===== src/design/qproc_mem.sv =====
/*
 * Single-port synchronous RAM, one cycle read latency.
 * Word type and address width are parameters, so one module
 * serves the program, data and wave memories.
 */

module qproc_mem #(
   parameter type word_t = logic [31:0],
   parameter int  AW     = 4
) (
   input  logic            c_clk,
   input  logic            we_i,
   input  logic [AW-1:0]   addr_i,
   input  word_t           wdata_i,
   output word_t           rdata_o
);

   word_t ram [2**AW];

   // Read returns the old word on a write to the same address
   always_ff @(posedge c_clk) begin
      if (we_i) begin
         ram[addr_i] <= wdata_i;
      end
      rdata_o <= ram[addr_i];
   end

endmodule


===== config.mk =====
export PLATFORM = sky130hd
export DESIGN_NAME = qproc_mem
export DESIGN_NICKNAME = d
export VERILOG_FILES = /design/src/design/qproc_mem.sv
export SDC_FILE = /design/constraint.sdc
export NUM_CORES = 1
export LEC_CHECK = 0
export BUFFER_PORTS_ARGS = -buffer_cell sky130_fd_sc_hd__buf_4
export CAP_MARGIN = 20
export CORE_MARGIN = 10
export CORE_UTILIZATION = 58
export DETAILED_ROUTE_END_ITERATION = 10
export PLACE_DENSITY = 0.8
export SYNTH_ARGS = -nofsm -noshare
export SYNTH_HDL_FRONTEND = slang
export SYNTH_SLANG_ARGS = --single-unit
export TNS_END_PERCENT = 10

===== constraint.sdc =====
create_clock -name c_clk -period 10 [get_ports c_clk]
set_input_delay 0.5 -clock c_clk [delete_from_list [all_inputs] [get_ports c_clk]]
set_output_delay 0.5 -clock c_clk [all_outputs]
set_load 0.01 [all_outputs]

* Yosys cells after proc, flatten, opt, wreduce, memory -nomap -nowiden
Memory sizes are Yosys's and may differ from the RTL's. A register that Yosys moved wholly into a read port is not among the register bits.
Index checks and enable logic that the tools add are counted.
** Operators by class
- Bitwise logic cells :: 0
- Divide/modulo/power cells :: 0
- Add/subtract/negate cells :: 0
- Multipliers :: 0
- Eq/ne operators :: 0
- Shift operators :: 0
- Reduce and logical (&&, ||, !) cells :: 0
- Multiplexer cells :: 2
- $lt $le $gt $ge :: 0
** Operators by type and width (number)
- 2-to-1 mux 1 bit :: 2
** Word-level totals
- Bits in latches :: 0
- Memory bits (read-only) :: 0
- Input bits :: 38
- Word-level logic and storage cells :: 3
- Memory bits (writable) :: 512
- Flip-flop bits (word level) :: 0
- Memories :: 1
** Memories
- ram :: depth 16, bits a word 32, read ports 1, clocked after Yosys merged registers in 1, write ports 1, RTL line 18 : word_t ram [2**AW];

* Logic depth before layout (Yosys ltp)
- Depth after elaboration :: 2
- Depth in mapped cells :: 6
- Mapped depth without buffers :: 3

* Least setup slack after synthesis
No wires, ideal clock.
- Kind :: in2reg
- Start :: input addr_i[1]
- End :: memory ram[0][0] in the netlist's numbering (enable)
- Required time :: 9539 ps
- Stages :: 4
- Data arrival time :: 3281 ps
- Setup time :: 461 ps
- Setup slack :: 6258 ps
- Buffers on the path :: 3
- Cells stage by stage :: buf_2 > buf_4 > clkbuf_1 > nor3_1
** RTL lines
- start, declared :: RTL line 13 : input logic [AW-1:0] addr_i,
- end, declared :: RTL line 18
Straight into the memory's write port.

==> impl_metrics.env <==
export IMPL_syn_area_per_cell_sq_um=23.6
export IMPL_drt_iter0_drc=1036
export IMPL_final_util_pct=67.2
export IMPL_rsz0062_at_grt="no"
export IMPL_port_buffers=69
export IMPL_initial_core_util_pct=58.9
export IMPL_cp_slowest_cell="buf_4"
export IMPL_start_kind="input port"
export IMPL_grt_total_usage_pct=20.0
export IMPL_netlist_area_leader_share_pct=77.4
export IMPL_slew_viol_final=0
export IMPL_nFillCells=2042
export IMPL_endpoint_kind="flop"
export IMPL_hold_viol_final=0
export IMPL_yosys_cell_types_count=17
export IMPL_power_density_mw_per_mm2=205
export IMPL_cts_num_sinks=544
export IMPL_maxCapViolCount=0
export IMPL_p_leak_nw=7.28
export IMPL_r2r_start="ram[11][21]"
export IMPL_reg2reg_depth=3
export IMPL_fin_cells=1431
export IMPL_synthTopCellsByArea="edfxtp_1 (77%), mux4_2 (15%), dfxtp_1 (3.2%)"
export IMPL_antenna_found_initial=1
export IMPL_dpl_hpwl_mm=20.5
export IMPL_clk_pin_slew_ns=0.06
export IMPL_wl_per_cell_microns=29.4
export IMPL_cts_setup_buffers=0
export IMPL_path_cells="buf_4, buf_4, mux4_2, a22oi_1, nand2_1"
export IMPL_core_area_sq_mm=0.0337
export IMPL_skew_ns=0.0210
export IMPL_max_freq_ghz=0.392
export IMPL_clock_root_buffer="clkbuf_16"
export IMPL_cp_max_fo=75
export IMPL_hold_end="ram[15][25]"
export IMPL_ff2ff_setup_slack_ns=8.64
export IMPL_grt_ovfl_total=0
export IMPL_grt_max_degree=76
export IMPL_fin_crit_ns=2.55
export IMPL_ys_warn_count=0
export IMPL_vdd_drop_max_mv=0.155
export IMPL_max_stage_delay_ns=0.94
export IMPL_ys_ff_latch=544
export IMPL_cts_tree="done"
export IMPL_final_cell_mix="edfxtp_1 (512), mux4_2 (128), buf_4 (91)"
export IMPL_routed_wl_mm=42.1
export IMPL_grt_pass1_wl_mm=61.9
export IMPL_cts_hold_buf=0
export IMPL_cts_buffers=51
export IMPL_routabilityCongestion=0.726
export IMPL_tightest_slew_ns=1.10
export IMPL_setup_viol=0
export IMPL_via_per_inst=6.39
export IMPL_fin_ws_ns=7.45
export IMPL_yosys_area_top_type="edfxtp_1"
export IMPL_drtAntennaViolNets=0
export IMPL_ys_seq_area_share_pct=80.6
export IMPL_layout_commonest_cell="edfxtp_1"
export IMPL_min_path_type="input port to flop"
export IMPL_grt_pass1_vias=9646
export IMPL_fin_crit_sh_pct=25.5
export IMPL_syn_cell_area_sq_mm=0.0199
export IMPL_tns_ns=0
export IMPL_finalNetCount=979
export IMPL_worstPathArrival_ns=2.97
export IMPL_synthCells=840
export IMPL_drc=0
export IMPL_layout_drive_gt1_share_pct=31.8
export IMPL_required_ns=10.42
export IMPL_crit_path_frequent_cell="buf_4"
export IMPL_fp_row_count=67
export IMPL_min_from="wdata_i[25]"
export IMPL_cts_resized=0
export IMPL_path_class="input port to flop"
export IMPL_fp_dieW_microns=205
export IMPL_place_ws_ns=6.90
export IMPL_timing_rr_end="rdata_o[21]"
export IMPL_slew_headroom_pct=26.7
export IMPL_area_delta_synth_final_pct=14.1
export IMPL_die_area_sq_mm=0.0420
export IMPL_dpl_cell_count=1335
export IMPL_htree_levels=2
export IMPL_dieHeight_microns=205
export IMPL_clockBufferDepth=3
export IMPL_boundaryPins=70
export IMPL_vias=9143
export IMPL_hold_slack_ns=0.224
export IMPL_synth_nets=878
export IMPL_clock_latency_ns=0.58
export IMPL_holdPathStages=1
export IMPL_status="completed"
export IMPL_dr_pass1_iters=5
per-layer routing:
layer	track usage, %	wire (microns)	up-vias
met5	0	0	-
met4	6.77	1140	0
met3	4.06	2980	79
met2	33.7	21800	403
met1	25.6	16100	4891
li1	-	-	3770
report_power, final:
| group | internal, mW | leakage, nW | switching [mW] | total, mW |
|---|---|---|---|---|
| registers | 2.55 | 4.89 | 0.0190 | 2.57 |
| clock network | 1.05 | 0.785 | 0.788 | 1.84 |
| logic | 0.102 | 1.60 | 0.132 | 0.235 |
| total | 3.70 | 7.28 | 0.940 | 4.64 |
worst max-delay path: cells and delay by family:
family | cells | cell delay, ns
buf+inv | 2 | 1.59
simple gates | 1 | 0.12
mux | 1 | 0.42
compound gates | 1 | 0.23
through the flow:
| stage | power [mW] | instance area (sq um) |
|---|---|---|
| final | 4.64 | 22700 |
| after global routing | 4.77 | 22700 |
| after CTS | 4.67 | 22600 |
| after detailed placement | 2.85 | 21000 |
| after global placement | 2.84 | 21000 |
| after floorplan | 2.74 | 19900 |
how the worst max path moves through the flow:
stage | startpoint | cells after the start | slack, ns | end
after floorplan | addr_i[1] | 4 | 6.26 | ram[0][0]
after global placement | addr_i[1] | 5 | 6.91 | rdata_o[14]
after detailed placement | addr_i[1] | 5 | 6.90 | rdata_o[22]
after CTS | addr_i[1] | 5 | 7.47 | rdata_o[21]
after global routing | addr_i[1] | 5 | 7.31 | rdata_o[22]
final | addr_i[1] | 5 | 7.45 | rdata_o[22]
synthesized netlist by cell type (all sizes together):
| cell type | count |
|---|---|
| dfxtp | 32 |
| nand2b | 2 |
| nor2b | 2 |
| buf | 18 |
| and2 | 1 |
| nand2 | 33 |
| nor2 | 13 |
| nor3 | 4 |
| or3b | 1 |
| a22oi | 64 |
| nand3b | 2 |
| mux4 | 128 |
| nand3 | 1 |
| clkbuf | 27 |
| edfxtp | 512 |
logic make-up (layout without fill, tap and decap cells):
logic type             after synthesis  after routing  share of synthesized area (%)
other                                0              1                              0
buffers and inverters               45            187                           1.17
muxes                              128            128                           14.5
AOI/OAI and AO/OA                   64             64                           2.42
DFF                                544            544                           80.6
and+or+nand+nor                     59             59                           1.27
flip-flops by register name, summed over array words and instances, names as in the netlist:
signal / cells
ram: 512
rdata_o: 32
layout make-up:
class                   count  area [sq um]  share of cell area [%]
diodes                      1          2.50                  0.0110
clock buffers              79          1490                    6.59
clock inverters            15           111                   0.491
multi-input cells         251          3750                    16.6
flip-flops and latches    544         16000                    70.7
well taps                 448           561                    2.47
repair buffers             93           724                    3.20
Note: power is estimated with default switching activity, not from simulation.
