**src/design/qproc_pkg.sv**
```systemverilog
/*
 * Shared widths, memory word types, processor states and the
 * transfer configuration of the sequencer control block.
 * Every design and testbench file refers to these by qproc_pkg::name.
 */

package qproc_pkg;

   //////////////////////////////
   // Widths and depths
   //////////////////////////////
   localparam int TIME_W      = 48;
   localparam int DMA_W       = 256;
   localparam int DMA_CREDITS = 4;
   localparam int CRED_W      = $clog2(DMA_CREDITS + 1);
   localparam int PMEM_AW     = 8;
   localparam int DMEM_AW     = 4;
   localparam int WMEM_AW     = 4;
   // Address and length fields of a transfer
   localparam int LEN_W       = 16;

   // Memory words
   typedef logic [71:0]  pmem_word_t;
   typedef logic [31:0]  dmem_word_t;
   typedef logic [167:0] wmem_word_t;

   //////////////////////////////
   // Control encodings
   //////////////////////////////
   typedef enum logic [1:0] {
      ST_STOP  = 2'd0,
      ST_RUN   = 2'd1,
      ST_PAUSE = 2'd2
   } core_state_t;

   // Same numbering as the memory field of the original config register
   typedef enum logic [1:0] {
      MEM_NONE = 2'd0,
      MEM_PMEM = 2'd1,
      MEM_DMEM = 2'd2,
      MEM_WMEM = 2'd3
   } mem_sel_t;

   // A transfer moves len+1 words
   typedef struct packed {
      mem_sel_t           mem_sel;
      logic               wr;
      logic [LEN_W-1:0]   start_addr;
      logic [LEN_W-1:0]   len;
   } mem_cfg_t;

   typedef struct packed {
      logic [DMA_W-1:0]   data;
      logic               last;
   } dma_word_t;

endpackage
```
**src/design/qproc_time_base.sv**
```systemverilog
/*
 * Absolute time counter.
 * Reset, init from offset and add offset, in that priority;
 * otherwise counts one per cycle while enabled.
 */

module qproc_time_base (
   input  logic                             c_clk,
   input  logic                             rst_n_i,
   input  logic                             time_en_i,
   input  logic                             time_rst_i,
   input  logic                             time_init_i,
   input  logic                             time_updt_i,
   input  logic [qproc_pkg::TIME_W-1:0]     offset_dt_i,
   output logic [qproc_pkg::TIME_W-1:0]     t_time_abs_o
);

   logic [qproc_pkg::TIME_W-1:0] time_q;

   always_ff @(posedge c_clk or negedge rst_n_i) begin
      if (!rst_n_i) begin
         time_q <= '0;
      end else if (time_rst_i) begin
         time_q <= '0;
      end else if (time_init_i) begin
         time_q <= offset_dt_i;
      end else if (time_updt_i) begin
         // Shift the running time by the offset
         time_q <= time_q + offset_dt_i;
      end else if (time_en_i) begin
         time_q <= time_q + 1'b1;
      end
   end

   assign t_time_abs_o = time_q;

endmodule

```
**config.mk**
```make
export PLATFORM = sky130hd
export DESIGN_NAME = qproc_time_base
export DESIGN_NICKNAME = d
export VERILOG_FILES = /design/src/design/qproc_pkg.sv /design/src/design/qproc_time_base.sv
export SDC_FILE = /design/constraint.sdc
export NUM_CORES = 1
export LEC_CHECK = 0
export BUFFER_PORTS_ARGS = -buffer_cell sky130_fd_sc_hd__buf_2
export CAP_MARGIN = 5
export CORE_UTILIZATION = 40
export DETAILED_ROUTE_END_ITERATION = 16
export SYNTH_ARGS = -nofsm -noshare
export SYNTH_HDL_FRONTEND = slang
export SYNTH_SLANG_ARGS = --single-unit
export TNS_END_PERCENT = 100
```
**constraint.sdc**
```tcl
create_clock -name c_clk -period 7.7 [get_ports c_clk]
set_input_delay 0 -clock c_clk [delete_from_list [all_inputs] [get_ports c_clk]]
set_output_delay 0 -clock c_clk [all_outputs]
set_load 0.01 [all_outputs]
```
* Word level (Yosys, flattened, before mapping)
Index checks and enable logic that the tools add are counted.
** Storage, ports and cells
- Flip-flop bits (word level) :: 48
- Input port bits :: 54
- Logic and storage cells :: 8
** Cells by class
- Add/subtract/negate cells :: 2
- Multiplexer cells :: 4
- Reduce and logical (&&, ||, !) cells :: 1
** Operators with widths (count)
- 48-bit 2-to-1 mux :: 4
- 48-bit by 1-bit adder with 48-bit output (second input constant) :: 1
- 48-bit adder :: 1
- 4-bit nonzero test :: 1

* Logic depth before layout (Yosys ltp)
Gate-level depths: netlist of the first run.
- Depth in word-level cells :: 5
- Gate-level depth with buffers :: 15
- Mapped depth without buffers :: 14

* Worst setup path before layout of the first run
Ideal clock, no wire load.
- Path type :: input to register
- Start :: input time_updt_i
- End :: register time_q (netlist bit t_time_abs_o[44])
- Data arrival time :: 2.848 ns
- Data required time :: 7.574 ns
- Setup slack :: 4.726 ns
- Stages :: 15
- Path buffers :: 3
- Path through :: clkbuf_1 -> clkbuf_1 -> and2_1 -> ha_1 -> buf_6 -> and2_1 -> and3_1 -> a221oi_2 -> o21ai_2 -> or3_4 -> a31o_1 -> a41oi_2 -> mux2i_1 -> a21oi_1 -> a221o_1
** On the way
- Word-level cells in the longest chain between the ends :: 3
** RTL lines
- start: declaration :: line qproc_time_base.sv:13 : input logic time_updt_i,
- 48-bit 2-to-1 mux :: line qproc_time_base.sv:27 : end else if (time_updt_i) begin
- 48-bit 2-to-1 mux :: line qproc_time_base.sv:25 : end else if (time_init_i) begin
- 48-bit 2-to-1 mux :: line qproc_time_base.sv:23 : end else if (time_rst_i) begin
- end signal: assignment :: line qproc_time_base.sv:26 : time_q <= offset_dt_i;
- end signal: assignment :: line qproc_time_base.sv:29 : time_q <= time_q + offset_dt_i;
- end signal: assignment :: line qproc_time_base.sv:31 : time_q <= time_q + 1'b1;
- end: declaration :: line qproc_time_base.sv:18 : logic [qproc_pkg::TIME_W-1:0] time_q;
Parallel ways exist; a longest one is shown, timed or not.
A chain may end at the register's enable or synchronous reset.

* Worst setup path after layout of the first run
Ends and elaborated chain as after synthesis.

==> flow_metrics.tcl, run 1 <==
set metrics [dict create \
    number_of_buffer_cells_added_on_primary_ports 101 \
    area_growth_syn_to_layout_pct 21.0 \
    avgViaCountPerCell 5.61 \
    filler_cell_count 1205 \
    fp.dieArea_mm2 0.0129 \
    grt_start_max_net_pins 51 \
    design.final.nets 834 \
    first_pass_iters 4 \
    rsz0062_at_grt "false" \
    worstPathBufferInverterCount 1 \
    worst_voltage_drop_across_the_vdd_grid_mv 0.0780 \
    maxSlewViolCount 0 \
    ctsLongestPathBuffers 2 \
    critPathKind "input port to register" \
    skew_ns 0.00799 \
    largest_family_of_logic_cells_by_synthesized_area "compound AO/OA/AOI/OAI gates" \
    die_height_um 113 \
    postCtsSetupBuffers 0 \
    period_share_pct 42.5 \
    via_count_of_the_first_global_routing_pass 4785 \
    detail_route.iter0.violations 323 \
    clock-sinks 48 \
    hold_class "input port to register" \
    number_of_vias_in_the_routed_layout 5052 \
    synth_fp_nets 730 \
    boundaryPins 102 \
    worst_path_most_repeated_cell "sky130_fd_sc_hd__and2_1" \
    top_layer_used "met4" \
    route.met2.wl_mm 7.31 \
    tightestPinTransition_ns 1.02 \
    yosys_warnings 0 \
    grt_first_pass_wirelength_mm 24.6 \
    cts_repair_resize_count 0 \
    synth.top_cells.by_area "sky130_fd_sc_hd__dfrtp_1 (24%), sky130_fd_sc_hd__ha_1 (12%), sky130_fd_sc_hd__and2_1 (6.2%)" \
    postLayoutCoreUtil_pct 49.8 \
    setup_tns_ns 0 \
    hold_viol 0 \
    worst-endpoint-arrival_ns 3.47 \
    synthDominantCellAreaShare_pct 24.2 \
    floorplan.initialDensity_pct 41.1 \
    post_synth_mux_area_share_pct 0.403 \
    post_synth_instance_area_mm2 0.00496 \
    largest_reg_flops 48 \
    clkTransAtPathRegs_ns 0.07 \
    antenna_cells_inserted 0 \
    max-cap-violations 0 \
    gpl.final_weighted_congestion 0.898 \
    timing.critical_path.slowest_stage_cell "sky130_fd_sc_hd__buf_2" \
    period_minus_slack_ns 3.27 \
    cts_tree "built" \
    drc 0 \
    timing.critical_path.fanout_max 50 \
    clk_lat_worst_skew_ns 0.31 \
    wl_per_cell_um 16.8 \
    synth_fa_ha_area_share_pct 12.3 \
    dp_hpwl_mm 11.0 \
    timing.reg2reg.setup_slack_ns 4.51 \
    whs_ns 0.0296 \
    clk_root_buffer_cell "sky130_fd_sc_hd__clkbuf_16" \
    syn-instance-count 628 \
    asyncSetResetFlopFracSynth_pct 100 \
    synth_top_cells_by_count "sky130_fd_sc_hd__nand2_1 (63), sky130_fd_sc_hd__a21oi_1 (55), sky130_fd_sc_hd__and2_1 (49)" \
    synth_enable_flop_cells 0 \
    count_of_nets_left_with_antenna_violations_after_detail_routing 0 \
    number_of_antenna_violations_at_the_first_check_in_global_routing 0 \
    main_flop_type_after_synthesis "sky130_fd_sc_hd__dfrtp_1" \
    netlist-cell-type-count 55 \
    worst_setup_path_start_kind "input port" \
    route.layer.met1.wl_mm 7.19 \
    dr_wl_met3_um 497 \
    fraction_of_final_layout_cells_sized_beyond_drive_strength_1_pct 17.6 \
    yosys.area.top_type "sky130_fd_sc_hd__dfrtp_1" \
    leakage_nw 2.83 \
    cts_made_buffers 5 \
    grt.overflow.total 0 \
    critical_path.endpoint_type "register" \
    rows 40 \
    design.core.area_mm2 0.0121 \
    yosysSeqAreaShare_pct 24.2 \
    critical_path.max_stage_delay_ns 0.63 \
    timing.slew.headroom_pct 31.8 \
    ys_ff_latch 48 \
    setup_violations 0 \
    critical_path_required_ns 7.89 \
    synth_compound_area_share_pct 30.9 \
    die_w_um 113 \
    synth-simple-area-share_pct 20.6 \
    crit_path_cell_trace "buf_2 > and2_1 > ha_1 > and2_1 > and3_1 > a221oi_2 > o21ai_2 > or3_4 > a31o_1 > a41oi_2 > mux2i_1 > a21oi_1 > a221o_1" \
    area_share_of_xor_xnor_cells_in_the_synthesized_design_pct 7.77 \
    yosysMostFrequentCell "sky130_fd_sc_hd__nand2_1" \
    outcome "finished clean" \
    globalRouteTotalUtil_pct 24.1 \
    power_density_mw_per_mm2 146 \
    postRouteWirelength_mm 15.2 \
    crit_family "compound AO/OA/AOI/OAI gates" \
    syn-mean-instance-area_um2 7.90 \
    maxClockFrequency_mhz 306 \
    cts-htree-levels 2 \
]
## final timing paths
kind	from	to	depth (start not counted)
max in group asynchronous	rst_n_i	t_time_abs_o[13]$_DFFE_PN0P_	3
setup reg to reg	t_time_abs_o[14]$_DFFE_PN0P_	t_time_abs_o[44]$_DFFE_PN0P_	11
setup / recovery	time_updt_i	t_time_abs_o[44]$_DFFE_PN0P_	13
hold / removal	offset_dt_i[14]	t_time_abs_o[14]$_DFFE_PN0P_	3
min in group asynchronous	rst_n_i	t_time_abs_o[42]$_DFFE_PN0P_	3
hold reg to reg	t_time_abs_o[0]$_DFFE_PN0P_	t_time_abs_o[0]$_DFFE_PN0P_	2
## worst reg2reg max path: stages, from the launching register on
cell,delay [ns]
sky130_fd_sc_hd__dfrtp_1,0.41
sky130_fd_sc_hd__ha_1,0.42
sky130_fd_sc_hd__and2_1,0.25
sky130_fd_sc_hd__and3_1,0.21
sky130_fd_sc_hd__a221oi_2,0.24
sky130_fd_sc_hd__o21ai_2,0.13
sky130_fd_sc_hd__or3_4,0.36
sky130_fd_sc_hd__a31o_1,0.22
sky130_fd_sc_hd__a41oi_2,0.25
sky130_fd_sc_hd__mux2i_1,0.20
sky130_fd_sc_hd__a21oi_1,0.08
sky130_fd_sc_hd__a221o_1,0.29
## placed cells by master, fill, tap and decap left out, drive strengths merged, types with 20 or more instances in the layout
| cell | netlist | final |
|---|---|---|
| buf | 3 | 106 |
| o21ai | 71 | 71 |
| nand2 | 63 | 63 |
| a21oi | 57 | 57 |
| and2 | 49 | 49 |
| dfrtp | 48 | 48 |
| ha | 47 | 47 |
| nor2 | 32 | 32 |
| dlygate4sd3 | 0 | 27 |
| a22oi | 25 | 25 |
| xor2 | 24 | 24 |
| xnor2 | 20 | 20 |
## logic make-up after synthesis
logic type               Yosys count
adder cells (fa/ha/maj)           48
AO/OA/AOI/OAI                    233
AND/OR/NAND/NOR                  204
buffers and inverters             49
XOR/XNOR                          44
multiplexers                       2
flip-flops                        48
## layer usage
layer	track usage, %	vias to the layer above
li1	-	2497
met1	31.4	2416
met2	41.8	127
met3	3.56	12
met4	5.79	0
met5	0	-
## metrics by stage
stage	cell area (um2)	instances	power (mW)	worst slack [ns]
2_1_floorplan	4960	628	0.526	4.73
3_3_place_gp	5580	866	0.625	4.20
3_5_place_dp	5580	866	0.629	4.14
4_1_cts	6000	901	0.881	4.45
5_1_grt	6000	901	0.929	4.19
6_report	6000	901	0.873	4.43
## report_power, final
group	total [mW]	switching, mW	internal, mW
Combinational	0.341	0.198	0.143
Clock	0.235	0.105	0.130
Sequential	0.297	0.0220	0.275
## cell type report
class                           instances  area (um2)  area share [%]
Clock buffer                            7         143            2.38
Clock inverter                          1        7.51           0.125
Inverter                               13        48.8           0.813
Multi-Input combinational cell        531        3580            59.6
Sequential cell                        48        1200            20.0
Tap cell                              168         210            3.50
Timing Repair Buffer                  133         813            13.6
## what timing repair did
action | CTS | global route
endpoints found under the hold margin | 74 | 0
endpoints found under the setup margin | 0 | 0
hold buffers | 27 | 0
Note: power is estimated with default switching activity, not from simulation.
==> run 2: changes to the inputs <==
clock period = 3 ns   (was 7.7 ns; I/O delays follow)
==> run 2 against run 1 <==
Compared with the run above: total power grew to 2.8 times the previous value; critical path type is now register to register; non-clock buffer count rose by 54; combinational power grew to 2.9 times the previous value; worst setup slack worse by 4.4 ns; global-route usage is 0.55 points higher; highest routed layer unchanged.
==> flow_metrics.tcl, run 2 (synthesis results as in run 1) <==
set metrics [dict create \
    timing.critical_path.fanout_max 5 \
    avgViaCountPerCell 5.51 \
    count_of_nets_left_with_antenna_violations_after_detail_routing 0 \
    number_of_buffer_cells_added_on_primary_ports 101 \
    grt_start_max_net_pins 40 \
    fp.dieArea_mm2 0.0129 \
    area_growth_syn_to_layout_pct 32.7 \
    skew_ns 0.0113 \
    first_pass_iters 4 \
    cts_made_buffers 5 \
    clock-sinks 48 \
    final_cell_count_without_fillers 955 \
    rsz0062_at_grt "true" \
    clk_lat_worst_skew_ns 0.30 \
    worst_hold_startpoint "offset_dt_i[19]" \
    globalRouteTotalUtil_pct 24.6 \
    place.detailed.instances 917 \
    period_share_pct 98.8 \
    cts_tree "built" \
    ctsLongestPathBuffers 2 \
    place_ws_ns -0.0497 \
    layout_commonest_cell "sky130_fd_sc_hd__buf_2" \
    worst_hold_endpoint "t_time_abs_o[19]$_DFFE_PN0P_" \
    drc 0 \
    dp_hpwl_mm 12.1 \
    post-route-worst-setup-slack_ns 0.0349 \
    worst_setup_path_start_kind "register" \
    timing.reg2reg.setup_slack_ns 0.03 \
    period_minus_slack_ns 2.97 \
    hold_viol 0 \
    final_cell_mix "sky130_fd_sc_hd__buf_2 (101), sky130_fd_sc_hd__nand2_1 (63), sky130_fd_sc_hd__buf_4 (58)" \
    clkTransAtPathRegs_ns 0.07 \
    antenna_cells_inserted 0 \
    tightestPinTransition_ns 0.661 \
    critical_path_required_ns 3.19 \
    boundaryPins 102 \
    detail_route.iter0.violations 247 \
    floorplan.initialDensity_pct 41.1 \
    die_height_um 113 \
    critical_path.endpoint_type "register" \
    largest_reg_flops 48 \
    grt_first_pass_wirelength_mm 25.0 \
    clk_root_buffer_cell "sky130_fd_sc_hd__clkbuf_16" \
    worstReg2RegStart "t_time_abs_o[13]$_DFFE_PN0P_" \
    maxClockFrequency_mhz 337 \
    worst_hold_path.num_cells 3 \
    die_w_um 113 \
    number_of_vias_in_the_routed_layout 5266 \
    design.core.area_mm2 0.0121 \
    rows 40 \
    maxSlewViolCount 0 \
    setup_violations 0 \
    whs_ns 0.0181 \
    number_of_antenna_violations_at_the_first_check_in_global_routing 0 \
    grt.overflow.total 0 \
    leakage_nw 3.12 \
    postLayoutCoreUtil_pct 54.6 \
    gpl.final_weighted_congestion 0.911 \
    cts-htree-levels 2 \
    design.final.nets 888 \
    worst_voltage_drop_across_the_vdd_grid_mv 0.216 \
    max-cap-violations 0 \
    worst-endpoint-arrival_ns 3.15 \
    reg2reg_to "t_time_abs_o[44]$_DFFE_PN0P_" \
    hold_class "input port to register" \
    via_count_of_the_first_global_routing_pass 5047 \
    ff2ff_path_depth 11 \
    critPathKind "register to register" \
    postRouteWirelength_mm 15.8 \
    power_density_mw_per_mm2 368 \
    fraction_of_final_layout_cells_sized_beyond_drive_strength_1_pct 26.0 \
    timing.slew.headroom_pct 55.9 \
    outcome "finished clean" \
    wl_per_cell_um 16.5 \
]
-- run 2: routing by layer --
metal  share of wire [%]  track usage, %  vias to the layer above
met1                  46            31.7                     2488
met5                   0               0                        -
li1                    -               -                     2618
met4                 1.8            6.58                        0
met3                 3.3            3.35                       24
met2                  49            43.2                      136
-- run 2: worst max path at each step --
stage / start / end / slack (ns)
2_1_floorplan: time_updt_i / t_time_abs_o[44]$_DFFE_PN0P_ / 0.03
3_3_place_gp: time_updt_i / t_time_abs_o[44]$_DFFE_PN0P_ / -0.0003
3_5_place_dp: t_time_abs_o[13]$_DFFE_PN0P_ / t_time_abs_o[44]$_DFFE_PN0P_ / -0.05
4_1_cts: t_time_abs_o[14]$_DFFE_PN0P_ / t_time_abs_o[44]$_DFFE_PN0P_ / 0.02
5_1_grt: t_time_abs_o[9]$_DFFE_PN0P_ / t_time_abs_o[44]$_DFFE_PN0P_ / -0.05
6_report: t_time_abs_o[13]$_DFFE_PN0P_ / t_time_abs_o[44]$_DFFE_PN0P_ / 0.03
-- run 2: power breakdown --
part	switching, mW	leakage, nW	internal [mW]	total, mW
sequential	0.0592	0.630	0.707	0.766
clock	0.265	0.0808	0.393	0.658
combinational	0.543	2.41	0.458	1.00
-- run 2: worst max-delay path, stage by stage, from the launching register on --
cell and delay [ns]:
sky130_fd_sc_hd__dfrtp_1 0.41, sky130_fd_sc_hd__ha_4 0.25, sky130_fd_sc_hd__a21o_1 0.18, sky130_fd_sc_hd__a21o_1 0.18, sky130_fd_sc_hd__a221oi_2 0.30, sky130_fd_sc_hd__o21ai_2 0.11, sky130_fd_sc_hd__or3_4 0.35, sky130_fd_sc_hd__a31o_4 0.24
sky130_fd_sc_hd__a41oi_2 0.24, sky130_fd_sc_hd__mux2i_1 0.22, sky130_fd_sc_hd__a21oi_1 0.09, sky130_fd_sc_hd__a221o_1 0.29
-- run 2: cell type report --
type | instances | area [um2]
timing repair buffer | 187 | 1230
clock buffer | 6 | 129
sequential | 48 | 1200
inverter | 13 | 48.8
tap | 168 | 210
multi-input combinational | 531 | 3730
fill | 1181 | 5480
clock inverter | 2 | 35.0
-- run 2: metrics by stage --
step,TNS [ns],area [um2],total power [mW]
after floorplan,0,4960,1.35
after CTS,0,6420,2.41
after global placement,-0.000284,5980,1.69
after detailed placement,-0.0497,5980,1.70
final,0,6580,2.43
after global routing,-0.0602,6580,2.57
-- run 2: timing repair --
action | in CTS | in global routing
hold buffers | 27 | 0
hold endpoints to repair | 51 | 0
cloned | 0 | 0
pin swaps | 0 | 14
setup buffers | 0 | 3
setup endpoints to repair | 1 | 13
resized for setup | 1 | 24
