## config.mk

```make
export PLATFORM = sky130hd
export DESIGN_NAME = qproc_mem_dma
export DESIGN_NICKNAME = d
export VERILOG_FILES = /design/src/design/qproc_pkg.sv /design/src/design/qproc_mem_dma.sv /design/src/design/qproc_credit_cnt.sv
export SDC_FILE = /design/constraint.sdc
export NUM_CORES = 1
export LEC_CHECK = 0
export ABC_AREA = 1
export BUFFER_PORTS_ARGS = -buffer_cell sky130_fd_sc_hd__buf_2
export CAP_MARGIN = 10
export CORE_AREA = 3 3 439 441
export CTS_BUF_LIST = sky130_fd_sc_hd__clkbuf_4
export DETAILED_ROUTE_END_ITERATION = 6
export DIE_AREA = 0 0 442 444
export GPL_TIMING_DRIVEN = 0
export PLACE_DENSITY = 0.3
export SLEW_MARGIN = 0
export SYNTH_ARGS = -nofsm -noshare
export SYNTH_HDL_FRONTEND = slang
export SYNTH_SLANG_ARGS = --single-unit
```

## constraint.sdc

```tcl
create_clock -name c_clk -period 2 [get_ports c_clk]
set_input_delay 0.4 -clock c_clk [delete_from_list [all_inputs] [get_ports c_clk]]
set_output_delay 0.4 -clock c_clk [all_outputs]
set_load 0.1 [all_outputs]
```

## src/design/qproc_pkg.sv

```systemverilog
/*
 * Shared widths, memory word types, processor states and the
 * transfer configuration of the sequencer control block.
 * Every design and testbench file refers to these by qproc_pkg::name.
 */

package qproc_pkg;

   //////////////////////////////
   // Widths and depths
   //////////////////////////////
   localparam int TIME_W      = 48;
   localparam int DMA_W       = 256;
   localparam int DMA_CREDITS = 4;
   localparam int CRED_W      = $clog2(DMA_CREDITS + 1);
   localparam int PMEM_AW     = 8;
   localparam int DMEM_AW     = 4;
   localparam int WMEM_AW     = 4;
   // Address and length fields of a transfer
   localparam int LEN_W       = 16;

   // Memory words
   typedef logic [71:0]  pmem_word_t;
   typedef logic [31:0]  dmem_word_t;
   typedef logic [167:0] wmem_word_t;

   //////////////////////////////
   // Control encodings
   //////////////////////////////
   typedef enum logic [1:0] {
      ST_STOP  = 2'd0,
      ST_RUN   = 2'd1,
      ST_PAUSE = 2'd2
   } core_state_t;

   // Same numbering as the memory field of the original config register
   typedef enum logic [1:0] {
      MEM_NONE = 2'd0,
      MEM_PMEM = 2'd1,
      MEM_DMEM = 2'd2,
      MEM_WMEM = 2'd3
   } mem_sel_t;

   // A transfer moves len+1 words
   typedef struct packed {
      mem_sel_t           mem_sel;
      logic               wr;
      logic [LEN_W-1:0]   start_addr;
      logic [LEN_W-1:0]   len;
   } mem_cfg_t;

   typedef struct packed {
      logic [DMA_W-1:0]   data;
      logic               last;
   } dma_word_t;

endpackage
```

## src/design/qproc_mem_dma.sv

```systemverilog
/*
 * Stream engine for loading and reading back the three memories.
 * A start pulse latches the configuration; the engine then grants input
 * credits and writes arriving words, or spends output credits on reads.
 */

module qproc_mem_dma (
   input  logic                                c_clk,
   input  logic                                rst_n_i,
   input  qproc_pkg::mem_cfg_t                 mem_cfg_i,
   input  logic                                mem_start_i,
   output logic                                mem_busy_o,
   // Input stream
   input  logic                                s_valid_i,
   input  qproc_pkg::dma_word_t                s_word_i,
   output logic                                s_credit_o,
   // Output stream
   input  logic                                m_credit_i,
   output logic                                m_valid_o,
   output qproc_pkg::dma_word_t                m_word_o,
   // Memories
   output logic                                pmem_we_o,
   output logic [qproc_pkg::PMEM_AW-1:0]       pmem_addr_o,
   output qproc_pkg::pmem_word_t               pmem_wdata_o,
   input  qproc_pkg::pmem_word_t               pmem_rdata_i,
   output logic                                dmem_we_o,
   output logic [qproc_pkg::DMEM_AW-1:0]       dmem_addr_o,
   output qproc_pkg::dmem_word_t               dmem_wdata_o,
   input  qproc_pkg::dmem_word_t               dmem_rdata_i,
   output logic                                wmem_we_o,
   output logic [qproc_pkg::WMEM_AW-1:0]       wmem_addr_o,
   output qproc_pkg::wmem_word_t               wmem_wdata_o,
   input  qproc_pkg::wmem_word_t               wmem_rdata_i
);

   localparam int CNT_W = qproc_pkg::LEN_W + 1;

   qproc_pkg::mem_cfg_t             cfg_q;
   logic                            busy_q;
   logic [qproc_pkg::LEN_W-1:0]     addr_q;
   // Words still to move, and input credits still to grant
   logic [CNT_W-1:0]                remain_q;
   logic [CNT_W-1:0]                grant_left_q;
   logic [qproc_pkg::CRED_W-1:0]    in_cred;
   logic [qproc_pkg::CRED_W-1:0]    out_cred;
   logic                            start;
   logic                            wr_word;
   logic                            rd_issue;
   logic                            rd_vld_q;
   logic                            rd_last_q;
   logic                            step;
   logic [qproc_pkg::DMA_W-1:0]     rd_data;

   assign start    = mem_start_i && !busy_q;
   assign wr_word  = busy_q && cfg_q.wr && s_valid_i && (remain_q != '0);
   assign rd_issue = busy_q && !cfg_q.wr && (remain_q != '0) && (out_cred != '0);
   assign step     = wr_word || rd_issue;

   // Grant only while credits are free and words are still unclaimed
   assign s_credit_o = busy_q && cfg_q.wr && (grant_left_q != '0) &&
                       (in_cred < qproc_pkg::CRED_W'(qproc_pkg::DMA_CREDITS));

   //////////////////////////////
   // Credit tracking
   //////////////////////////////
   qproc_credit_cnt i_in_cred (
      .c_clk   (c_clk),
      .rst_n_i (rst_n_i),
      .grant_i (s_credit_o),
      .use_i   (wr_word),
      .avail_o (in_cred)
   );

   // Sink credits may arrive at any time and are kept across transfers
   qproc_credit_cnt i_out_cred (
      .c_clk   (c_clk),
      .rst_n_i (rst_n_i),
      .grant_i (m_credit_i),
      .use_i   (rd_issue),
      .avail_o (out_cred)
   );

   //////////////////////////////
   // Transfer control
   //////////////////////////////
   always_ff @(posedge c_clk or negedge rst_n_i) begin
      if (!rst_n_i) begin
         busy_q       <= 1'b0;
         remain_q     <= '0;
         grant_left_q <= '0;
         rd_vld_q     <= 1'b0;
         rd_last_q    <= 1'b0;
      end else begin
         rd_vld_q  <= rd_issue;
         rd_last_q <= rd_issue && (remain_q == CNT_W'(1));
         if (start) begin
            busy_q       <= 1'b1;
            remain_q     <= CNT_W'(mem_cfg_i.len) + 1'b1;
            grant_left_q <= CNT_W'(mem_cfg_i.len) + 1'b1;
         end else begin
            if (step) begin
               remain_q <= remain_q - 1'b1;
            end
            if (s_credit_o) begin
               grant_left_q <= grant_left_q - 1'b1;
            end
            // Write ends on the last word, read on the last word sent
            if ((wr_word && remain_q == CNT_W'(1)) || rd_last_q) begin
               busy_q <= 1'b0;
            end
         end
      end
   end

   always_ff @(posedge c_clk) begin
      if (start) begin
         cfg_q  <= mem_cfg_i;
         addr_q <= mem_cfg_i.start_addr;
      end else if (step) begin
         addr_q <= addr_q + 1'b1;
      end
   end

   //////////////////////////////
   // Memory routing
   //////////////////////////////
   // Low address bits wrap at each memory's depth
   assign pmem_we_o    = wr_word && (cfg_q.mem_sel == qproc_pkg::MEM_PMEM);
   assign dmem_we_o    = wr_word && (cfg_q.mem_sel == qproc_pkg::MEM_DMEM);
   assign wmem_we_o    = wr_word && (cfg_q.mem_sel == qproc_pkg::MEM_WMEM);
   assign pmem_addr_o  = addr_q[qproc_pkg::PMEM_AW-1:0];
   assign dmem_addr_o  = addr_q[qproc_pkg::DMEM_AW-1:0];
   assign wmem_addr_o  = addr_q[qproc_pkg::WMEM_AW-1:0];
   assign pmem_wdata_o = s_word_i.data[$bits(qproc_pkg::pmem_word_t)-1:0];
   assign dmem_wdata_o = s_word_i.data[$bits(qproc_pkg::dmem_word_t)-1:0];
   assign wmem_wdata_o = s_word_i.data[$bits(qproc_pkg::wmem_word_t)-1:0];

   // Zero-extended read data, nothing for MEM_NONE
   always_comb begin
      rd_data = '0;
      case (cfg_q.mem_sel)
         qproc_pkg::MEM_PMEM: rd_data[$bits(qproc_pkg::pmem_word_t)-1:0] = pmem_rdata_i;
         qproc_pkg::MEM_DMEM: rd_data[$bits(qproc_pkg::dmem_word_t)-1:0] = dmem_rdata_i;
         qproc_pkg::MEM_WMEM: rd_data[$bits(qproc_pkg::wmem_word_t)-1:0] = wmem_rdata_i;
         default:             rd_data = '0;
      endcase
   end

   assign m_valid_o     = rd_vld_q;
   assign m_word_o.data = rd_data;
   assign m_word_o.last = rd_last_q;
   assign mem_busy_o    = busy_q;

endmodule

```

## src/design/qproc_credit_cnt.sv

```systemverilog
/*
 * Stream credit counter, 0 to DMA_CREDITS.
 * One step up per grant and one step down per use, both in one cycle allowed.
 * Saturates at both ends.
 */

module qproc_credit_cnt (
   input  logic                           c_clk,
   input  logic                           rst_n_i,
   input  logic                           grant_i,
   input  logic                           use_i,
   output logic [qproc_pkg::CRED_W-1:0]   avail_o
);

   logic [qproc_pkg::CRED_W-1:0] cnt_q;
   logic                         full;
   logic                         empty;

   assign full  = (cnt_q == qproc_pkg::CRED_W'(qproc_pkg::DMA_CREDITS));
   assign empty = (cnt_q == '0);

   always_ff @(posedge c_clk or negedge rst_n_i) begin
      if (!rst_n_i) begin
         cnt_q <= '0;
      end else if (grant_i && !use_i && !full) begin
         cnt_q <= cnt_q + 1'b1;
      end else if (use_i && !grant_i && !empty) begin
         cnt_q <= cnt_q - 1'b1;
      end
   end

   assign avail_o = cnt_q;

endmodule

```

# [Yosys cells after proc, flatten, opt, wreduce, memory -nomap -nowiden]
# Cells that the tools add are included.
[word_totals] reg_bits=62
[classes] add_sub_neg=8 order_cmp=1 eq_ne=6 mux=15 n_reduce_logical=44
[op_table] cell="96-bit two-way mux" n=1
[op_table] cell="32-bit one-hot mux with 3 select lines" n=1
[op_table] cell="40-bit one-hot mux with 2 select lines" n=1
[op_table] cell="17-bit two-way mux" n=4
[op_table] cell="17-bit nonzero test" n=2
[op_table] cell="17-bit by 1-bit subtractor with 17-bit output, second input constant" n=2
[op_table] cell="16-bit two-way mux" n=2
[op_table] cell="1-bit logical AND" n=22
[op_table] cell="16-bit by 1-bit adder with 17-bit output, second input constant" n=1
[op_table] cell="17-bit by 1-bit == test with 1-bit output, second input constant" n=1
[op_table] cell="16-bit by 1-bit adder with 16-bit output, second input constant" n=1
[op_table] cell="3-bit two-way mux" n=4
[op_table] cell="1-bit logical NOT" n=10
[op_table] cell="2-bit nonzero test" n=5
[op_table] cell="3-bit by 1-bit adder with 3-bit output, second input constant" n=2
[op_table] cell="3-bit == test, second input constant" n=2
[op_table] cell="3-bit logical NOT" n=2
[op_table] cell="3-bit by 1-bit subtractor with 3-bit output, second input constant" n=2
[op_table] cell="2-bit == test, second input constant" n=2
[op_table] cell="3-bit < comparator, second input constant" n=1
[op_table] cell="3-bit nonzero test" n=1
[op_table] cell="2-bit by 1-bit == test with 1-bit output, second input constant" n=1
[op_table] cell="1-bit logical OR" n=2
[op_table] cell="1-bit two-way mux" n=2

# [Longest topological paths before layout]
[logic_depth] depth_word=8 depth_mapped=15 depth_no_buf=15

# [Modules after synthesis]
# A second synthesis with hierarchy kept.
[unflattened] cells_unflattened=1474 hier_area_um2=8702.1
[modules_own_cells] mod="qproc_mem_dma" n_inst=1 cells_each=1414 area_each_um2=8299.2 seq_area_each_um2=1256.2
[modules_own_cells] mod="qproc_credit_cnt" n_inst=2 cells_each=30 area_each_um2=201.4 seq_area_each_um2=75.1

# [Least setup slack after synthesis]
# No wires, ideal clock.
[synth_timing] kind="flip-flop to output port" start="register busy_q, in the netlist mem_busy_o" end="output port pmem_we_o" t_arrival_ps=3410 setup_slack_ps=-1810 path_stages_with_launch=5 path_cell_list="dfrtp_1 > nand3_1 > inv_1 > nand2_4 > nor3_1"
[synth_via] elab_chain_cells=4
[synth_rtl] item="from (decl)" line="qproc_mem_dma.sv:39" source="logic busy_q;"
[synth_rtl] item="from (signal assigned)" line="qproc_mem_dma.sv:88" source="busy_q <= 1'b0;"
[synth_rtl] item="from (signal assigned)" line="qproc_mem_dma.sv:97" source="busy_q <= 1'b1;"
[synth_rtl] item="from (signal assigned)" line="qproc_mem_dma.sv:109" source="busy_q <= 1'b0;"
[synth_rtl] item="1-bit logical AND (3 in a row)" line="qproc_mem_dma.sv:55" source="assign wr_word = busy_q && cfg_q.wr && s_valid_i && (remain_q != '0);"
[synth_rtl] item="1-bit logical AND" line="qproc_mem_dma.sv:128" source="assign pmem_we_o = wr_word && (cfg_q.mem_sel == qproc_pkg::MEM_PMEM);"
[synth_rtl] item="to (decl)" line="qproc_mem_dma.sv:22" source="output logic pmem_we_o,"
# Every way passes these cells.

==> qor.log <==
[run_status] result of the run complete, but fails checks
[run_status] failing checks negative setup slack
[synth] proportion of synthesized flip-flops having asynchronous set or reset 79.6%
[finish] post-layout instance count excluding filler cells 4845
[placed_design] number of port buffers 766
[global_route] overall fraction of global-route tracks in use 11.0%
[worst_setup_path] critical path's slowest cell sky130_fd_sc_hd__edfxtp_1
[worst_setup_path] Setup Crit Path Kind reg -> out
[die] placement row count 160
[synth] share of the synthesized area in the top cell type 32.5%
[clocking] clock root buffer sky130_fd_sc_hd__clkbuf_4
[pwr] pwr/cell area 897 nW/um2
[timing] min cycle time layout 2440 ps
[worst_setup_path] Worst Path Arrival 2040 ps
[worst_setup_path] worst setup path startpoint cfg_q[33]
[pwr] maximum VDD drop 985 uV
[routing] final wirelength 115000 um
[worst_setup_path] most frequent cell on the critical path sky130_fd_sc_hd__buf_12
[global_route] maximum number of pins on one net before global-route repair 44
[hold_path] beginning of the worst hold path mem_cfg_i[32]
[routing] number of remaining DRC errors 0
[hold_path] type of the worst min-delay path in -> reg
[synth] leading area contributor after synthesis sky130_fd_sc_hd__buf_4
[global_route] vias in the first global route 11386
[timing] Final Hold Vio Count 0
[die] Placeable Area 190000 um2
[timing] maximum clock skew at final layout 35.9 ps
[worst_setup_path] delay contributed by the slowest stage of the critical path 470 ps
[die] effective utilization at floorplan 4.50%
[synth] most used standard cells in the synthesized netlist 369 x sky130_fd_sc_hd__buf_4, 303 x sky130_fd_sc_hd__nand2_1, 154 x sky130_fd_sc_hd__nor2_1
[timing] maximum operating frequency 0.411 GHz
[finish] Final nets 2889
[synth] Most used DFF post-synth sky130_fd_sc_hd__dfrtp_1
[worst_setup_path] critical path endpoint category output pin
[clocking] number of sinks on the clock net 54
[clocking] worst-skew pair later-pin latency 460 ps
[synth] number of synthesized register bits 54
[worst_setup_path] Worst setup SP type flop
[clocking] clock buffer count from CTS 5
[clocking] buffers from clock root to sink, at most 2
[job] reported max-cap violation count 0
[worst_setup_path] ordered list of cells on the worst path buf_12, buf_12, nand2_8, clkbuf_16, nor2_4, buf_12
[timing] unrepaired setup endpoints after global routing true
[placed_design] post-placement cell area 16700 um2
[finish] share of layout cells above drive strength 1 68.3%
[synth] cell area after synthesis 8530 um2
[worst_setup_path] startpoint of the lowest-slack register-to-register path remain_q[13]
[routing] Starting DRT DRC Count 577
[timing] final period utilization 122%
[finish] Finished Cell Area 21600 um2
[global_route] wire length of the first global-routing pass 137000 um
[synth] most frequently used cell type in the post-synthesis netlist sky130_fd_sc_hd__buf_4
[finish] Area growth syn-to-layout 153%
[routing] per-cell routed wire length 23.7 um
[synth] synthesized instance count 1377
[synth] cell types with the largest area share after synthesis sky130_fd_sc_hd__buf_4 32%, sky130_fd_sc_hd__nand2_1 13%, sky130_fd_sc_hd__dfrtp_1 13%
[placed_design] detailed placer's ending HPWL 103000 um
[die] area of the die 196000 um2
[timing] Slew headroom 49.2%
[routing] via total after detailed routing 12092
[placed_design] routability congestion estimate from global placement 0.844
[routing] number of iterations in the first detailed-routing pass 5
[timing] number of setup violations in the final report 175
[pwr] total design power 0.0194 W
[synth] number of flops mapped to enable cells by yosys 11
[timing] number of pins with negative max-slew slack in the final report 0
[global_route] number of antenna violations at the first check in global routing 79
[synth] sequential element share of the synthesized area 16.5%
[placed_design] dpl cells 4742
[clocking] clock tree from TritonCTS built
[finish] fill cell instance count of the final layout 22073
[pwr] total leakage power 10.3 nW
[die] I/O pin count 1120
[timing] Least-Margin Pin Slew 767 ps
[clocking] H-tree levels 2
[worst_setup_path] Worst EP required 1600 ps
[timing] worst path setup slack after routing -436 ps
[global_route] overall overflow remaining after global route 0
[die] die outline height 444 um
[routing] via count normalized by instance count 2.50
[routing] antenna-violating nets left 0
[worst_setup_path] Max Fanout on Critical Path 7
[synth] mean cell area of the mapped netlist 6.20 um2
[die] floorplan die width 442 um
[clocking] clock input transition at the sequential cells of the worst setup and hold paths 190 ps
[synth] total of warnings raised by yosys 0
[synth] distinct cell type count of the synthesized netlist 40
[layout by cell type, fill, tap and decap left out, types with 3 or more instances in the layout]
cell                        instances
sky130_fd_sc_hd__o21ai_1            5
sky130_fd_sc_hd__inv_1            136
sky130_fd_sc_hd__conb_1            88
sky130_fd_sc_hd__buf_6             17
sky130_fd_sc_hd__nand2_8            5
sky130_fd_sc_hd__edfxtp_1          11
sky130_fd_sc_hd__nor2_4            95
sky130_fd_sc_hd__nand3_2           41
sky130_fd_sc_hd__a21oi_1           11
sky130_fd_sc_hd__xnor2_1            7
sky130_fd_sc_hd__buf_2            594
sky130_fd_sc_hd__inv_2              9
sky130_fd_sc_hd__buf_4            423
sky130_fd_sc_hd__nand3_4           28
sky130_fd_sc_hd__ha_1               6
sky130_fd_sc_hd__o31ai_1            5
sky130_fd_sc_hd__nand3_1           77
sky130_fd_sc_hd__xor2_1             9
sky130_fd_sc_hd__nor2_2            24
sky130_fd_sc_hd__clkbuf_16         17
sky130_fd_sc_hd__clkbuf_4          12
sky130_fd_sc_hd__clkbuf_8           5
sky130_fd_sc_hd__buf_8             15
sky130_fd_sc_hd__dfrtp_1           40
sky130_fd_sc_hd__nand4_1            6
sky130_fd_sc_hd__o21ai_0           31
sky130_fd_sc_hd__buf_16             3
sky130_fd_sc_hd__diode_2           22
sky130_fd_sc_hd__nor2_1            51
sky130_fd_sc_hd__nor3_1             9
sky130_fd_sc_hd__o21ai_2            6
sky130_fd_sc_hd__nand2_4           46
sky130_fd_sc_hd__a31oi_1            4
sky130_fd_sc_hd__buf_12           173
sky130_fd_sc_hd__o211ai_1           5
sky130_fd_sc_hd__nand2_1          224
sky130_fd_sc_hd__nand2_2           45
[per-stage QoR]
step | TNS (ps) | util [%] | setup slack, ps | hold WS (ps)
3_3_place_gp | -245800 | 8.80 | -1840 | 532
3_5_place_dp | -244980 | 8.81 | -1820 | 531
5_1_grt | -78890 | 11.4 | -550 | 70.2
4_1_cts | -87560 | 10.3 | -576 | 69.6
6_report | -59390 | 11.4 | -436 | 133
2_1_floorplan | -9800 | - | -246 | 104
[worst paths after layout]
path	endpoint	slack, ps	cells past startpoint
worst max-delay path	m_word_o[120]	-440	6
worst min-delay path	cfg_q[32]	130	1
worst max register to register	i_out_cred.avail_o[2]	-130	14
worst min register to register	mem_busy_o	560	3
max in group asynchronous	mem_busy_o	1050	3
min in group asynchronous	grant_left_q[14]	370	2
[what timing repair did]
action	4_1_cts	5_1_grt
endpoints found under the hold margin	0	11
pin swaps	19	37
cloned	8	9
gates resized for setup	630	392
setup endpoints to repair	194	224
hold buffers	0	1
buffers inserted	16	42
[registers in the layout (all words and copies together) (netlist names)]
register and cells:
grant_left_q 17, rd_last_q 1, m_valid_o 1, cfg_q 3
mem_busy_o 1, remain_q 17, i_in_cred.avail_o 3, i_out_cred.avail_o 3
addr_q 8
[layout make-up]
cell class	instances	area (um2)	area share (%)
antenna	22	55.1	0.255
buffer	414	3470	16.1
clock buffer	5	37.5	0.174
clock inverter	3	28.8	0.133
inverter	149	579	2.68
multi-input combinational	845	5670	26.2
sequential	54	1410	6.54
tap	2511	3140	14.5
timing repair buffer	842	7200	33.3
[routing by layer]
layer,vias up,GRT usage [%],part of all wire [%]
met3,128,4.14,9.2
met5,-,0,0.18
met2,520,20.0,52
li1,5698,-,-
met4,30,1.06,1.4
met1,5716,12.5,38
[report_power, final]
part           internal, W  switching, W  total, W  leakage (nW)
Sequential         0.00163      0.000521   0.00215         0.638
Combinational      0.00477        0.0118    0.0166          9.65
Clock             0.000154      0.000485  0.000639        0.0378
Total              0.00655        0.0128    0.0194          10.3
[cell families after synthesis]
family | count (synthesis) | synth area share, %
AND/OR/NAND/NOR | 660 | 33.7
buffers and inverters | 566 | 41.6
AO/OA/AOI/OAI | 71 | 5.06
flip-flops | 54 | 16.5
XOR/XNOR | 16 | 1.64
adder cells (fa/ha/maj) | 9 | 1.50
other | 1 | 0.0439
[worst max-delay path, delay by kind of cell (launching register included)]
family | cells | cell delay (ps)
simple gates | 2 | 340
buf+inv | 4 | 750
flops | 1 | 470
(Power assumes the default switching activity.)
